--- config.mk ---
export PLATFORM = sky130hd
export DESIGN_NAME = decode_stage
export DESIGN_NICKNAME = d
export VERILOG_FILES = /design/src/logic/decode_pkg.sv /design/src/logic/rv_isa_pkg.sv /design/src/logic/decode_queue.sv /design/src/logic/decode_stage.sv /design/src/logic/fetch_receiver.sv /design/src/logic/inst_decoder.sv
export SDC_FILE = /design/constraint.sdc
export NUM_CORES = 1
export LEC_CHECK = 0
export BUFFER_PORTS_ARGS = -buffer_cell sky130_fd_sc_hd__buf_2
export CELL_PAD_IN_SITES_DETAIL_PLACEMENT = 1
export CELL_PAD_IN_SITES_GLOBAL_PLACEMENT = 1
export CORE_MARGIN = 2
export CORE_UTILIZATION = 51
export CTS_CLUSTER_SIZE = 20
export DETAILED_ROUTE_END_ITERATION = 8
export GPL_TIMING_DRIVEN = 1
export PLACE_DENSITY_LB_ADDON = 0.1
export RECOVER_POWER = 50
export SLEW_MARGIN = 20
export SYNTH_ARGS = -nofsm -noshare
export SYNTH_HDL_FRONTEND = slang
export SYNTH_SLANG_ARGS = --single-unit
--- constraint.sdc ---
create_clock -name clk -period 5.3 [get_ports clk]
set_input_delay 0.53 -clock clk [delete_from_list [all_inputs] [get_ports clk]]
set_output_delay 0.53 -clock clk [all_outputs]
set_load 0.02 [all_outputs]
--- src/logic/decode_pkg.sv ---
package decode_pkg;

	// functional unit of a decoded record
	typedef logic [1:0] fu_t;

	localparam fu_t FU_ALU = 2'd0;
	localparam fu_t FU_LSU = 2'd1;
	localparam fu_t FU_MULT = 2'd2;
	localparam fu_t FU_BTU = 2'd3;

	// operation within a unit, codes overlap between units
	typedef logic [3:0] op_t;

	localparam op_t ALU_ADD = 4'd0;
	localparam op_t ALU_SUB = 4'd1;
	localparam op_t ALU_SLT = 4'd2;
	localparam op_t ALU_SLTU = 4'd3;
	localparam op_t ALU_AND = 4'd4;
	localparam op_t ALU_OR = 4'd5;
	localparam op_t ALU_XOR = 4'd6;
	localparam op_t ALU_SLL = 4'd7;
	localparam op_t ALU_SRL = 4'd8;
	localparam op_t ALU_SRA = 4'd9;

	localparam op_t BTU_JAL = 4'd0;
	localparam op_t BTU_JALR = 4'd1;
	localparam op_t BTU_BEQ = 4'd2;
	localparam op_t BTU_BNE = 4'd3;
	localparam op_t BTU_BLT = 4'd4;
	localparam op_t BTU_BGE = 4'd5;
	localparam op_t BTU_BLTU = 4'd6;
	localparam op_t BTU_BGEU = 4'd7;

	localparam op_t LS_LOAD = 4'd0;
	localparam op_t LS_LOADU = 4'd1;
	localparam op_t LS_STORE = 4'd2;

	localparam op_t MULT_MUL = 4'd0;
	localparam op_t MULT_MULH = 4'd1;
	localparam op_t MULT_MULHSU = 4'd2;
	localparam op_t MULT_MULHU = 4'd3;

	// decode queue sizing
	localparam int QUEUE_DEPTH = 4;

	typedef logic [1:0] qptr_t;
	typedef logic [2:0] qcount_t;

endpackage

--- src/logic/rv_isa_pkg.sv ---
package rv_isa_pkg;

	localparam int XLEN = 32;

	typedef logic [31:0] inst_t;
	typedef logic [XLEN-1:0] word_t;
	typedef logic [4:0] reg_idx_t;

	// bit positions of the fixed instruction fields
	localparam int OPCODE_LSB = 0;
	localparam int RD_LSB = 7;
	localparam int FUNCT3_LSB = 12;
	localparam int RS1_LSB = 15;
	localparam int RS2_LSB = 20;
	localparam int FUNCT7_LSB = 25;

	// major opcodes
	localparam logic [6:0] OP_LUI = 7'b0110111;
	localparam logic [6:0] OP_AUIPC = 7'b0010111;
	localparam logic [6:0] OP_JAL = 7'b1101111;
	localparam logic [6:0] OP_JALR = 7'b1100111;
	localparam logic [6:0] OP_BRANCH = 7'b1100011;
	localparam logic [6:0] OP_LOAD = 7'b0000011;
	localparam logic [6:0] OP_STORE = 7'b0100011;
	localparam logic [6:0] OP_IMM = 7'b0010011;
	localparam logic [6:0] OP_REG = 7'b0110011;
	localparam logic [6:0] OP_SYSTEM = 7'b1110011;

	localparam logic [2:0] F3_JALR = 3'b000;

	localparam logic [2:0] F3_BEQ = 3'b000;
	localparam logic [2:0] F3_BNE = 3'b001;
	localparam logic [2:0] F3_BLT = 3'b100;
	localparam logic [2:0] F3_BGE = 3'b101;
	localparam logic [2:0] F3_BLTU = 3'b110;
	localparam logic [2:0] F3_BGEU = 3'b111;

	localparam logic [2:0] F3_LB = 3'b000;
	localparam logic [2:0] F3_LH = 3'b001;
	localparam logic [2:0] F3_LW = 3'b010;
	localparam logic [2:0] F3_LBU = 3'b100;
	localparam logic [2:0] F3_LHU = 3'b101;

	localparam logic [2:0] F3_SB = 3'b000;
	localparam logic [2:0] F3_SH = 3'b001;
	localparam logic [2:0] F3_SW = 3'b010;

	// arithmetic ops, shared by the immediate and register forms
	localparam logic [2:0] F3_ADD = 3'b000;
	localparam logic [2:0] F3_SLL = 3'b001;
	localparam logic [2:0] F3_SLT = 3'b010;
	localparam logic [2:0] F3_SLTU = 3'b011;
	localparam logic [2:0] F3_XOR = 3'b100;
	localparam logic [2:0] F3_SR = 3'b101;
	localparam logic [2:0] F3_OR = 3'b110;
	localparam logic [2:0] F3_AND = 3'b111;

	localparam logic [2:0] F3_MUL = 3'b000;
	localparam logic [2:0] F3_MULH = 3'b001;
	localparam logic [2:0] F3_MULHSU = 3'b010;
	localparam logic [2:0] F3_MULHU = 3'b011;

	localparam logic [2:0] F3_CSRRW = 3'b001;
	localparam logic [2:0] F3_CSRRS = 3'b010;
	localparam logic [2:0] F3_CSRRC = 3'b011;

	localparam logic [6:0] FUNCT7_BASE = 7'b0000000;
	localparam logic [6:0] FUNCT7_ALT = 7'b0100000;
	localparam logic [6:0] FUNCT7_MULDIV = 7'b0000001;

	localparam inst_t INST_WFI = 32'h10500073;

endpackage

--- src/logic/decode_queue.sv ---
`timescale 1ns/100ps

module decode_queue (
	input logic clk,
	input logic reset,
	input logic flush,
	input logic push,
	input decode_pkg::fu_t fu,
	input decode_pkg::op_t op,
	input rv_isa_pkg::reg_idx_t src1,
	input rv_isa_pkg::reg_idx_t src2,
	input rv_isa_pkg::reg_idx_t dest,
	input logic rs1_valid,
	input logic rs2_valid,
	input rv_isa_pkg::word_t imm,
	input logic imm_valid,
	input logic pc_valid,
	input logic [2:0] func3,
	input logic csr_op,
	input logic halt,
	input logic illegal,
	input rv_isa_pkg::word_t pc,
	input logic disp_ack,
	output logic queue_full,
	output logic disp_req,
	output decode_pkg::fu_t disp_fu,
	output decode_pkg::op_t disp_op,
	output rv_isa_pkg::reg_idx_t disp_src1,
	output rv_isa_pkg::reg_idx_t disp_src2,
	output rv_isa_pkg::reg_idx_t disp_dest,
	output logic disp_rs1_valid,
	output logic disp_rs2_valid,
	output rv_isa_pkg::word_t disp_imm,
	output logic disp_imm_valid,
	output logic disp_pc_valid,
	output rv_isa_pkg::word_t disp_pc,
	output logic [2:0] disp_func3,
	output logic disp_csr_op,
	output logic disp_halt,
	output logic disp_illegal
);

	// one record is every field flattened, seven of them single bits
	localparam int REC_W = $bits(decode_pkg::fu_t) + $bits(decode_pkg::op_t) +
		3 * $bits(rv_isa_pkg::reg_idx_t) + 2 * $bits(rv_isa_pkg::word_t) + 3 + 7;

	typedef enum logic [1:0] {
		tx_idle,
		tx_req,
		tx_wait_low
	} tx_state_t;

	tx_state_t tx_state;
	logic [REC_W-1:0] mem [decode_pkg::QUEUE_DEPTH];
	logic [REC_W-1:0] wr_rec;
	decode_pkg::qptr_t head;
	decode_pkg::qptr_t tail;
	decode_pkg::qcount_t count;
	logic presented;
	logic retire;

	assign wr_rec = {fu, op, src1, src2, dest, rs1_valid, rs2_valid, imm, imm_valid,
		pc_valid, pc, func3, csr_op, halt, illegal};
	assign {disp_fu, disp_op, disp_src1, disp_src2, disp_dest, disp_rs1_valid,
		disp_rs2_valid, disp_imm, disp_imm_valid, disp_pc_valid, disp_pc, disp_func3,
		disp_csr_op, disp_halt, disp_illegal} = mem[head];

	assign presented = (tx_state == tx_req);
	assign retire = presented && disp_ack;
	assign disp_req = presented;
	assign queue_full = (count == decode_pkg::qcount_t'(decode_pkg::QUEUE_DEPTH));

	always_ff @(posedge clk) begin
		if (push) mem[tail] <= wr_rec;
	end

	always_ff @(posedge clk) begin
		if (reset) begin
			head <= '0;
			tail <= '0;
			count <= '0;
		end else if (flush) begin
			// keep only a head that dispatch already sees
			head <= head + decode_pkg::qptr_t'(retire);
			tail <= head + decode_pkg::qptr_t'(presented);
			count <= decode_pkg::qcount_t'(presented && !retire);
		end else begin
			if (push) tail <= tail + 1'b1;
			if (retire) head <= head + 1'b1;
			count <= count + decode_pkg::qcount_t'(push) - decode_pkg::qcount_t'(retire);
		end
	end

	// four-phase master toward dispatch
	always_ff @(posedge clk) begin
		if (reset) begin
			tx_state <= tx_idle;
		end else begin
			case (tx_state)
				tx_idle: if (count != '0 && !flush) tx_state <= tx_req;
				tx_req: if (disp_ack) tx_state <= tx_wait_low;
				tx_wait_low: if (!disp_ack) tx_state <= tx_idle;
				default: tx_state <= tx_idle;
			endcase
		end
	end

endmodule

--- src/logic/decode_stage.sv ---
`timescale 1ns/100ps

module decode_stage (
	input logic clk,
	input logic reset,
	input logic flush,
	input logic fetch_req,
	input rv_isa_pkg::inst_t fetch_inst,
	input rv_isa_pkg::word_t fetch_pc,
	input logic disp_ack,
	output logic fetch_ack,
	output logic disp_req,
	output decode_pkg::fu_t disp_fu,
	output decode_pkg::op_t disp_op,
	output rv_isa_pkg::reg_idx_t disp_src1,
	output rv_isa_pkg::reg_idx_t disp_src2,
	output rv_isa_pkg::reg_idx_t disp_dest,
	output logic disp_rs1_valid,
	output logic disp_rs2_valid,
	output rv_isa_pkg::word_t disp_imm,
	output logic disp_imm_valid,
	output logic disp_pc_valid,
	output rv_isa_pkg::word_t disp_pc,
	output logic [2:0] disp_func3,
	output logic disp_csr_op,
	output logic disp_halt,
	output logic disp_illegal
);

	rv_isa_pkg::inst_t cap_inst;
	rv_isa_pkg::word_t cap_pc;
	logic push;
	logic queue_full;

	// decoded fields, valid while push is high
	decode_pkg::fu_t dec_fu;
	decode_pkg::op_t dec_op;
	rv_isa_pkg::reg_idx_t dec_src1;
	rv_isa_pkg::reg_idx_t dec_src2;
	rv_isa_pkg::reg_idx_t dec_dest;
	logic dec_rs1_valid;
	logic dec_rs2_valid;
	rv_isa_pkg::word_t dec_imm;
	logic dec_imm_valid;
	logic dec_pc_valid;
	logic [2:0] dec_func3;
	logic dec_csr_op;
	logic dec_halt;
	logic dec_illegal;

	fetch_receiver fetch_receiver_i (
		.clk(clk),
		.reset(reset),
		.flush(flush),
		.fetch_req(fetch_req),
		.fetch_inst(fetch_inst),
		.fetch_pc(fetch_pc),
		.queue_full(queue_full),
		.fetch_ack(fetch_ack),
		.cap_inst(cap_inst),
		.cap_pc(cap_pc),
		.push(push)
	);

	inst_decoder inst_decoder_i (
		.in_valid(push),
		.inst(cap_inst),
		.fu(dec_fu),
		.op(dec_op),
		.src1(dec_src1),
		.src2(dec_src2),
		.dest(dec_dest),
		.rs1_valid(dec_rs1_valid),
		.rs2_valid(dec_rs2_valid),
		.imm(dec_imm),
		.imm_valid(dec_imm_valid),
		.pc_valid(dec_pc_valid),
		.func3(dec_func3),
		.csr_op(dec_csr_op),
		.halt(dec_halt),
		.illegal(dec_illegal)
	);

	decode_queue decode_queue_i (
		.clk(clk),
		.reset(reset),
		.flush(flush),
		.push(push),
		.fu(dec_fu),
		.op(dec_op),
		.src1(dec_src1),
		.src2(dec_src2),
		.dest(dec_dest),
		.rs1_valid(dec_rs1_valid),
		.rs2_valid(dec_rs2_valid),
		.imm(dec_imm),
		.imm_valid(dec_imm_valid),
		.pc_valid(dec_pc_valid),
		.func3(dec_func3),
		.csr_op(dec_csr_op),
		.halt(dec_halt),
		.illegal(dec_illegal),
		.pc(cap_pc),
		.disp_ack(disp_ack),
		.queue_full(queue_full),
		.disp_req(disp_req),
		.disp_fu(disp_fu),
		.disp_op(disp_op),
		.disp_src1(disp_src1),
		.disp_src2(disp_src2),
		.disp_dest(disp_dest),
		.disp_rs1_valid(disp_rs1_valid),
		.disp_rs2_valid(disp_rs2_valid),
		.disp_imm(disp_imm),
		.disp_imm_valid(disp_imm_valid),
		.disp_pc_valid(disp_pc_valid),
		.disp_pc(disp_pc),
		.disp_func3(disp_func3),
		.disp_csr_op(disp_csr_op),
		.disp_halt(disp_halt),
		.disp_illegal(disp_illegal)
	);

endmodule

--- src/logic/fetch_receiver.sv ---
`timescale 1ns/100ps

module fetch_receiver (
	input logic clk,
	input logic reset,
	input logic flush,
	input logic fetch_req,
	input rv_isa_pkg::inst_t fetch_inst,
	input rv_isa_pkg::word_t fetch_pc,
	input logic queue_full,
	output logic fetch_ack,
	output rv_isa_pkg::inst_t cap_inst,
	output rv_isa_pkg::word_t cap_pc,
	output logic push
);

	typedef enum logic [1:0] {
		rx_idle,
		rx_write,
		rx_wait_drop
	} rx_state_t;

	rx_state_t state;
	logic take;

	// a new item is only taken when the queue has room
	assign take = (state == rx_idle) && fetch_req && !flush && !queue_full;

	always_ff @(posedge clk) begin
		if (reset) begin
			state <= rx_idle;
		end else begin
			case (state)
				rx_idle: if (take) state <= rx_write;
				rx_write: state <= rx_wait_drop;
				rx_wait_drop: if (!fetch_req) state <= rx_idle;
				default: state <= rx_idle;
			endcase
		end
	end

	always_ff @(posedge clk) begin
		if (take) begin
			cap_inst <= fetch_inst;
			cap_pc <= fetch_pc;
		end
	end

	// flushed items are still acked, just never pushed
	assign push = (state == rx_write) && !flush;
	assign fetch_ack = (state == rx_wait_drop);

endmodule

--- src/logic/inst_decoder.sv ---
`timescale 1ns/100ps

module inst_decoder (
	input logic in_valid,
	input rv_isa_pkg::inst_t inst,
	output decode_pkg::fu_t fu,
	output decode_pkg::op_t op,
	output rv_isa_pkg::reg_idx_t src1,
	output rv_isa_pkg::reg_idx_t src2,
	output rv_isa_pkg::reg_idx_t dest,
	output logic rs1_valid,
	output logic rs2_valid,
	output rv_isa_pkg::word_t imm,
	output logic imm_valid,
	output logic pc_valid,
	output logic [2:0] func3,
	output logic csr_op,
	output logic halt,
	output logic illegal
);

	logic [6:0] opcode;
	logic [2:0] funct3;
	logic [6:0] funct7;
	rv_isa_pkg::reg_idx_t rd;
	rv_isa_pkg::reg_idx_t rs1;
	rv_isa_pkg::reg_idx_t rs2;
	rv_isa_pkg::word_t imm_i;
	rv_isa_pkg::word_t imm_s;
	rv_isa_pkg::word_t imm_b;
	rv_isa_pkg::word_t imm_u;
	rv_isa_pkg::word_t imm_j;

	assign opcode = inst[rv_isa_pkg::OPCODE_LSB +: 7];
	assign rd = inst[rv_isa_pkg::RD_LSB +: 5];
	assign funct3 = inst[rv_isa_pkg::FUNCT3_LSB +: 3];
	assign rs1 = inst[rv_isa_pkg::RS1_LSB +: 5];
	assign rs2 = inst[rv_isa_pkg::RS2_LSB +: 5];
	assign funct7 = inst[rv_isa_pkg::FUNCT7_LSB +: 7];

	// immediates per format, sign taken from bit 31
	assign imm_i = {{(rv_isa_pkg::XLEN-12){inst[31]}}, inst[31:20]};
	assign imm_s = {{(rv_isa_pkg::XLEN-12){inst[31]}}, inst[31:25], inst[11:7]};
	assign imm_b = {{(rv_isa_pkg::XLEN-12){inst[31]}}, inst[7], inst[30:25], inst[11:8], 1'b0};
	assign imm_u = {inst[31:12], 12'b0};
	assign imm_j = {{(rv_isa_pkg::XLEN-20){inst[31]}}, inst[19:12], inst[20], inst[30:21], 1'b0};

	// alu operation for a funct3, alt selects sub and sra
	function automatic decode_pkg::op_t alu_op(input logic [2:0] f3, input logic alt);
		case (f3)
			rv_isa_pkg::F3_ADD: return alt ? decode_pkg::ALU_SUB : decode_pkg::ALU_ADD;
			rv_isa_pkg::F3_SLL: return decode_pkg::ALU_SLL;
			rv_isa_pkg::F3_SLT: return decode_pkg::ALU_SLT;
			rv_isa_pkg::F3_SLTU: return decode_pkg::ALU_SLTU;
			rv_isa_pkg::F3_XOR: return decode_pkg::ALU_XOR;
			rv_isa_pkg::F3_SR: return alt ? decode_pkg::ALU_SRA : decode_pkg::ALU_SRL;
			rv_isa_pkg::F3_OR: return decode_pkg::ALU_OR;
			default: return decode_pkg::ALU_AND;
		endcase
	endfunction

	always_comb begin
		// noop: an alu add with no operand in use
		fu = decode_pkg::FU_ALU;
		op = decode_pkg::ALU_ADD;
		src1 = '0;
		src2 = '0;
		dest = '0;
		rs1_valid = 1'b0;
		rs2_valid = 1'b0;
		imm = '0;
		imm_valid = 1'b0;
		pc_valid = 1'b0;
		func3 = 3'b000;
		csr_op = 1'b0;
		halt = 1'b0;
		illegal = 1'b0;

		if (in_valid) begin
			case (opcode)
				rv_isa_pkg::OP_LUI, rv_isa_pkg::OP_AUIPC: begin
					dest = rd;
					imm = imm_u;
					imm_valid = 1'b1;
					pc_valid = (opcode == rv_isa_pkg::OP_AUIPC);
				end
				rv_isa_pkg::OP_JAL: begin
					fu = decode_pkg::FU_BTU;
					op = decode_pkg::BTU_JAL;
					dest = rd;
					imm = imm_j;
					imm_valid = 1'b1;
					pc_valid = 1'b1;
				end
				rv_isa_pkg::OP_JALR: begin
					if (funct3 == rv_isa_pkg::F3_JALR) begin
						fu = decode_pkg::FU_BTU;
						op = decode_pkg::BTU_JALR;
						src1 = rs1;
						rs1_valid = 1'b1;
						dest = rd;
						imm = imm_i;
						imm_valid = 1'b1;
						pc_valid = 1'b1;
					end else begin
						illegal = 1'b1;
					end
				end
				rv_isa_pkg::OP_BRANCH: begin
					case (funct3)
						rv_isa_pkg::F3_BEQ: op = decode_pkg::BTU_BEQ;
						rv_isa_pkg::F3_BNE: op = decode_pkg::BTU_BNE;
						rv_isa_pkg::F3_BLT: op = decode_pkg::BTU_BLT;
						rv_isa_pkg::F3_BGE: op = decode_pkg::BTU_BGE;
						rv_isa_pkg::F3_BLTU: op = decode_pkg::BTU_BLTU;
						rv_isa_pkg::F3_BGEU: op = decode_pkg::BTU_BGEU;
						default: illegal = 1'b1;
					endcase
					if (!illegal) begin
						fu = decode_pkg::FU_BTU;
						src1 = rs1;
						src2 = rs2;
						rs1_valid = 1'b1;
						rs2_valid = 1'b1;
						imm = imm_b;
						imm_valid = 1'b1;
						pc_valid = 1'b1;
					end
				end
				rv_isa_pkg::OP_LOAD: begin
					case (funct3)
						rv_isa_pkg::F3_LB, rv_isa_pkg::F3_LH, rv_isa_pkg::F3_LW:
							op = decode_pkg::LS_LOAD;
						rv_isa_pkg::F3_LBU, rv_isa_pkg::F3_LHU:
							op = decode_pkg::LS_LOADU;
						default: illegal = 1'b1;
					endcase
					// loads read rs1 only
					if (!illegal) begin
						fu = decode_pkg::FU_LSU;
						src1 = rs1;
						rs1_valid = 1'b1;
						dest = rd;
						imm = imm_i;
						imm_valid = 1'b1;
						func3 = funct3;
					end
				end
				rv_isa_pkg::OP_STORE: begin
					case (funct3)
						rv_isa_pkg::F3_SB, rv_isa_pkg::F3_SH, rv_isa_pkg::F3_SW:
							op = decode_pkg::LS_STORE;
						default: illegal = 1'b1;
					endcase
					if (!illegal) begin
						fu = decode_pkg::FU_LSU;
						src1 = rs1;
						src2 = rs2;
						rs1_valid = 1'b1;
						rs2_valid = 1'b1;
						imm = imm_s;
						imm_valid = 1'b1;
						func3 = funct3;
					end
				end
				rv_isa_pkg::OP_IMM: begin
					// shifts constrain the upper bits of the immediate
					if ((funct3 == rv_isa_pkg::F3_SLL && funct7 != rv_isa_pkg::FUNCT7_BASE) ||
					    (funct3 == rv_isa_pkg::F3_SR && funct7 != rv_isa_pkg::FUNCT7_BASE &&
					     funct7 != rv_isa_pkg::FUNCT7_ALT)) begin
						illegal = 1'b1;
					end else begin
						op = alu_op(funct3, funct3 == rv_isa_pkg::F3_SR &&
							funct7 == rv_isa_pkg::FUNCT7_ALT);
						src1 = rs1;
						rs1_valid = 1'b1;
						dest = rd;
						imm = imm_i;
						imm_valid = 1'b1;
					end
				end
				rv_isa_pkg::OP_REG: begin
					if (funct7 == rv_isa_pkg::FUNCT7_MULDIV) begin
						// divides have no unit here
						case (funct3)
							rv_isa_pkg::F3_MUL: op = decode_pkg::MULT_MUL;
							rv_isa_pkg::F3_MULH: op = decode_pkg::MULT_MULH;
							rv_isa_pkg::F3_MULHSU: op = decode_pkg::MULT_MULHSU;
							rv_isa_pkg::F3_MULHU: op = decode_pkg::MULT_MULHU;
							default: illegal = 1'b1;
						endcase
					end else if (funct7 == rv_isa_pkg::FUNCT7_BASE ||
					             (funct7 == rv_isa_pkg::FUNCT7_ALT &&
					              (funct3 == rv_isa_pkg::F3_ADD || funct3 == rv_isa_pkg::F3_SR))) begin
						op = alu_op(funct3, funct7 == rv_isa_pkg::FUNCT7_ALT);
					end else begin
						illegal = 1'b1;
					end
					if (!illegal) begin
						fu = (funct7 == rv_isa_pkg::FUNCT7_MULDIV) ?
							decode_pkg::FU_MULT : decode_pkg::FU_ALU;
						src1 = rs1;
						src2 = rs2;
						dest = rd;
						rs1_valid = 1'b1;
						rs2_valid = 1'b1;
					end
				end
				rv_isa_pkg::OP_SYSTEM: begin
					if (inst == rv_isa_pkg::INST_WFI) begin
						halt = 1'b1;
					end else begin
						case (funct3)
							rv_isa_pkg::F3_CSRRW, rv_isa_pkg::F3_CSRRS, rv_isa_pkg::F3_CSRRC:
								csr_op = 1'b1;
							default: illegal = 1'b1;
						endcase
					end
				end
				default: illegal = 1'b1;
			endcase
		end
	end

endmodule

Yosys cells after proc, flatten, opt, wreduce, memory -nomap -nowiden
Memory sizes are Yosys's and may differ from the RTL's. A register that Yosys moved wholly into a read port is not among the register bits.
Index checks and enable logic that the tools add are counted.
{ "totals": {"register_bits": 75, "ram_bits": 380, "input_bits": 69, "output_inout_bits": 97, "word_cells": 194, "n_memories": 1} }
{ "classes": {"n_addsub": 6, "n_eq_ne": 31, "n_mux": 111, "n_reduce_logical": 37} }
{ "memory_table": {"columns": ["name", "words", "width", "read_ports", "rd_ports_with_merged_regs", "wr", "line_no", "source"], "rows": [
  ["decode_queue_i.mem", 4, 95, 1, 1, 1, "decode_queue.sv:54", "logic [REC_W-1:0] mem [decode_pkg::QUEUE_DEPTH];"]
]} }
{ "ops": {"columns": ["operator", "n"], "rows": [
  ["32-bit case mux with 7 select lines", 1],
  ["32-bit 2-to-1 mux", 6],
  ["5-bit 2-to-1 mux", 16],
  ["4-bit case mux with 7 select lines", 2],
  ["1-bit 2-to-1 mux", 47],
  ["2-bit 2-to-1 mux", 17],
  ["32-bit by 29-bit == test with 1-bit output, second input constant", 1],
  ["5-bit case mux with 6 select lines", 1],
  ["7-bit by 6-bit == test with 1-bit output, second input constant", 4],
  ["7-bit == test, second input constant", 4],
  ["5-bit case mux with 5 select lines", 1],
  ["4-bit case mux with 6 select lines", 1],
  ["2-bit case mux with 3 select lines", 3],
  ["3-bit case mux with 6 select lines", 1],
  ["4-bit 2-to-1 mux", 4],
  ["3-bit == test, second input constant", 5],
  ["5-bit case mux with 3 select lines", 1],
  ["7-bit by 5-bit == test with 1-bit output, second input constant", 2],
  ["1-bit logical AND", 12],
  ["1-bit case mux with 6 select lines", 2],
  ["2-bit case mux with 6 select lines", 1],
  ["3-bit 2-to-1 mux", 3],
  ["3-bit OR reduction", 3],
  ["1-bit case mux with 8 select lines", 1],
  ["30 further kinds", 46]
]} }

Logic depth before layout (Yosys ltp)
{ "logic_depth": {"ltp_word": 11, "ltp_mapped": 11, "ltp_nobuf": 10} }

Hierarchy
Synthesis repeated with hierarchy kept, for this count alone.
{ "hier_totals": {"cells_unflattened": 871, "hier_area_um2": 17913.4} }
{ "modules_own_cells": {"columns": ["module", "n_inst", "cells_each", "area_each_um2", "seq_area_each_um2"], "rows": [
  ["decode_queue", 1, 560, 14352.5, 11631.2],
  ["fetch_receiver", 1, 75, 2018.2, 1961.9],
  ["inst_decoder", 1, 236, 1542.7, 0.0]
]} }

Least setup slack after synthesis
No wires, ideal clock.
{ "synth_path": {"path_kind": "input-to-reg", "start": "input port flush", "end": "register fetch_receiver_i.cap_inst[0] (enable)", "setup_ps": 508, "arrival_ps": 4293, "required_ps": 4792, "setup_slack_ps": 499, "cell_stages": 2, "path_buffers": 0, "path_cell_list": "or4b_2 a21oi_1"} }
{ "synth_between": {"elab_chain_cells": 3} }
{ "synth_lines": {"columns": ["element", "line_no", "source"], "rows": [
  ["start: declaration", "decode_stage.sv:6", "input logic flush,"],
  ["1-bit logical NOT", "fetch_receiver.sv:27", "assign take = (state == rx_idle) && fetch_req && !flush && !queue_full;"],
  ["1-bit logical AND (2 in series)", "fetch_receiver.sv:27", null],
  ["net fetch_receiver_i.take", "fetch_receiver.sv:24", "logic take;"],
  ["end signal: assignment", "fetch_receiver.sv:44", "cap_inst <= fetch_inst;"],
  ["end: declaration", "fetch_receiver.sv:12", "output rv_isa_pkg::inst_t cap_inst,"]
]} }
The timed path passes the listed nets, and every way through them passes these cells.
A chain may end at the register's enable or synchronous reset.

==> impl_metrics.json <==
{
  "cts_htree_levels": 2,
  "place_congestion": 0.850,
  "synth_warnings": 0,
  "yosysMostFrequentCell": "edfxtp_1",
  "wl_mm": 39.9,
  "critPathBufInv": 2,
  "violations": "max-capacitance violations, max-slew violations",
  "hold_viol": 0,
  "cts_tree": "done",
  "grt_pass1_vias": 9654,
  "wl_met3_mm": 2.19,
  "drive_gt1_share_pct": 30.6,
  "setup_violations": 0,
  "cts_setup_buffers": 0,
  "synth_nets": 952,
  "fin_area_um2": 20400,
  "ir_drop_uv": 293,
  "numPortBuffers": 165,
  "cts_hold_buf": 0,
  "vias": 9039,
  "critPathMaxStageDelay_ps": 1730,
  "grt_usage_pct": 22.6,
  "critical_path_class": "reg -> out",
  "status": "finished, violations left",
  "place_area_um2": 19200,
  "drv_cap": 3,
  "power_density_nw_per_um2": 354,
  "dp_slack_ps": 1700,
  "clk_transition_reported_paths_ps": 60,
  "rsz0062_at_grt": "false",
  "multiInputGateArea_um2": 3960,
  "top_layer_used": "met5",
  "power_w": 0.00723,
  "met1_length_mm": 16.8,
  "synth_top_area_share_pct": 75.0,
  "fin_crit_ps": 4300,
  "tns_ps": 0,
  "cp-end-kind": "primary output",
  "period_share_pct": 81.2,
  "ys_ff_latch": 457,
  "syn_area_um2": 17800,
  "grt_pass1_wl_mm": 60.0,
  "wl_per_cell_um": 25.8,
  "synth-edff-count": 444,
  "post-synth-top-area-cell": "edfxtp_1",
  "max_freq_ghz": 0.232,
  "die_area_um2": 36400,
  "ctsResizeCount": 0,
  "async_flop_share_pct": 0,
  "fin_nets": 1140,
  "syn2layout_area_growth_pct": 14.9,
  "die_h_um": 191,
  "synth_cells": 870,
  "startpoint_type": "flip-flop",
  "p_leak_nw": 7.42,
  "worstPathArrival_ps": 3770,
  "viasPerCell": 5.84,
  "hold_class": "in -> reg",
  "postSynthAreaPerCell_um2": 20.4,
  "crit_required_ps": 4770,
  "chipWidth_um": 191,
  "ant_nets": 0,
  "cts_buffers": 46,
  "n_antenna_cell": 0,
  "max_slew_margin_pct": -57.8,
  "drt_iter0_drc": 727,
  "synth.distinct_cells": 69,
  "cts_sinks": 457,
  "clockBufferDepth": 3,
  "path_max_fanout": 33,
  "worst_path_dominant_cell_family": "buffers and inverters",
  "synth_common_cells": "edfxtp_1 (444), mux4_2 (95), nor2_1 (29), a21oi_1 (22), a21o_1 (20)",
  "worst_pin_slew_ps": 2370,
  "drt_first_pass_iters": 5,
  "post-dp-hpwl_mm": 25.8,
  "slew_viol_final": 76,
  "start_util_pct": 51.6,
  "fillers": 3030,
  "grt_antenna_before_repair": 2,
  "synth-main-ff-cell": "edfxtp_1",
  "core_um2": 34500,
  "path_cells": "clkbuf_1, mux4_2, clkbuf_1",
  "io_pins": 166,
  "ctsRootBufferMaster": "clkbuf_16",
  "yosysSeqAreaShare_pct": 76.5,
  "std_cell_rows": 68,
  "grt_overflow_total": 0,
  "skew_ps": 11.6,
  "register_area_um2": 13600,
  "crit_top_cell": "clkbuf_1",
  "drc_errors": 0,
  "wl_met2_mm": 20.0,
  "cp_slowest_cell": "clkbuf_1",
  "synthTopCellsByArea": "edfxtp_1 (75%), mux4_2 (12%), dfxtp_1 (1.5%)",
  "worst_slack_ps": 996,
  "grt_max_degree": 49,
  "insertion_delay_ps": 560,
  "final_util_pct": 59.3
}
[where the power goes]
| group | leakage (nW) | internal, W | switching (W) | total, W |
|---|---|---|---|---|
| Clock | 0.657 | 0.00163 | 0.00129 | 0.00292 |
| Sequential | 4.72 | 0.00397 | 0.0000546 | 0.00403 |
| Combinational | 2.04 | 0.000121 | 0.000162 | 0.000283 |
[metrics by stage]
step	std cells	hold slack, ps
global route	1548	124
floorplan	870	443
detailed placement	1465	478
global placement	1464	456
CTS	1548	114
finish	1548	145
[metal layers]
metal  up-vias  track usage (%)
li1       3968                -
met1      4711             30.8
met2       285             37.4
met3        71             4.53
met4         4             6.17
met5         -                0
[path summary, 6_finish.rpt]
| check | from | slack (ps) | cells past startpoint | to |
|---|---|---|---|---|
| max reg2reg | fetch_receiver_i.state[1] | 1630 | 4 | decode_queue_i.mem[1][32] |
| max | flip-flop | 1000 | 3 | disp_imm[26] |
| min reg2reg | decode_queue_i.head[0] | 490 | 2 | flip-flop |
| min | fetch_inst[23] | 140 | 1 | fetch_receiver_i.cap_inst[23] |
[state kept, by name (all words and copies together) (netlist names), named ones only]
signal	count
decode_queue_i.head	2
fetch_receiver_i.cap_pc	32
decode_queue_i.mem	380
fetch_receiver_i.state	2
decode_queue_i.count	3
decode_queue_i.tx_state	2
fetch_receiver_i.cap_inst	32
decode_queue_i.tail	2
[layout make-up]
cell class | count | area share, %
clock buffers | 60 | 5.99
clock inverters | 23 | 0.606
inverters | 10 | 0.184
multi-input cells | 362 | 19.4
flip-flops and latches | 457 | 66.6
well taps | 455 | 2.79
repair buffers | 181 | 4.49
[placed cells by master, fill, tap and decap left out, types with 5 or more instances in the layout]
cell type,netlist,final
nand2_1,14,14
clkinv_2,0,6
nor2b_1,9,9
dfxtp_1,13,11
mux4_2,95,95
edfxtp_1,444,444
inv_1,9,9
a21oi_1,22,22
and3_1,8,8
nand2b_1,6,6
clkinv_1,1,14
a22o_1,5,5
o21ai_0,11,11
nand3_1,6,6
clkbuf_1,18,40
nand3b_1,5,5
ha_1,12,12
buf_4,2,12
nor3_1,17,17
nand4_1,5,5
a21o_1,20,20
a21oi_2,7,7
buf_2,17,141
and2_1,15,11
clkbuf_16,0,47
nor2_1,29,29
[worst register-to-register path: stages, from the launching register on]
cell	delay, ps
dfxtp_1	320
nand2b_1	230
nor2_1	780
and2_4	710
clkbuf_1	1220
[cells by family after synthesis]
group	synth area share [%]
flip-flops	76.5
multiplexers	12.1
AO/OA/AOI/OAI	3.96
adder cells (fa/ha/maj)	1.01
XOR/XNOR	0.394
buffers and inverters	1.28
AND/OR/NAND/NOR	4.81
Note: power is estimated with default switching activity, not from simulation.
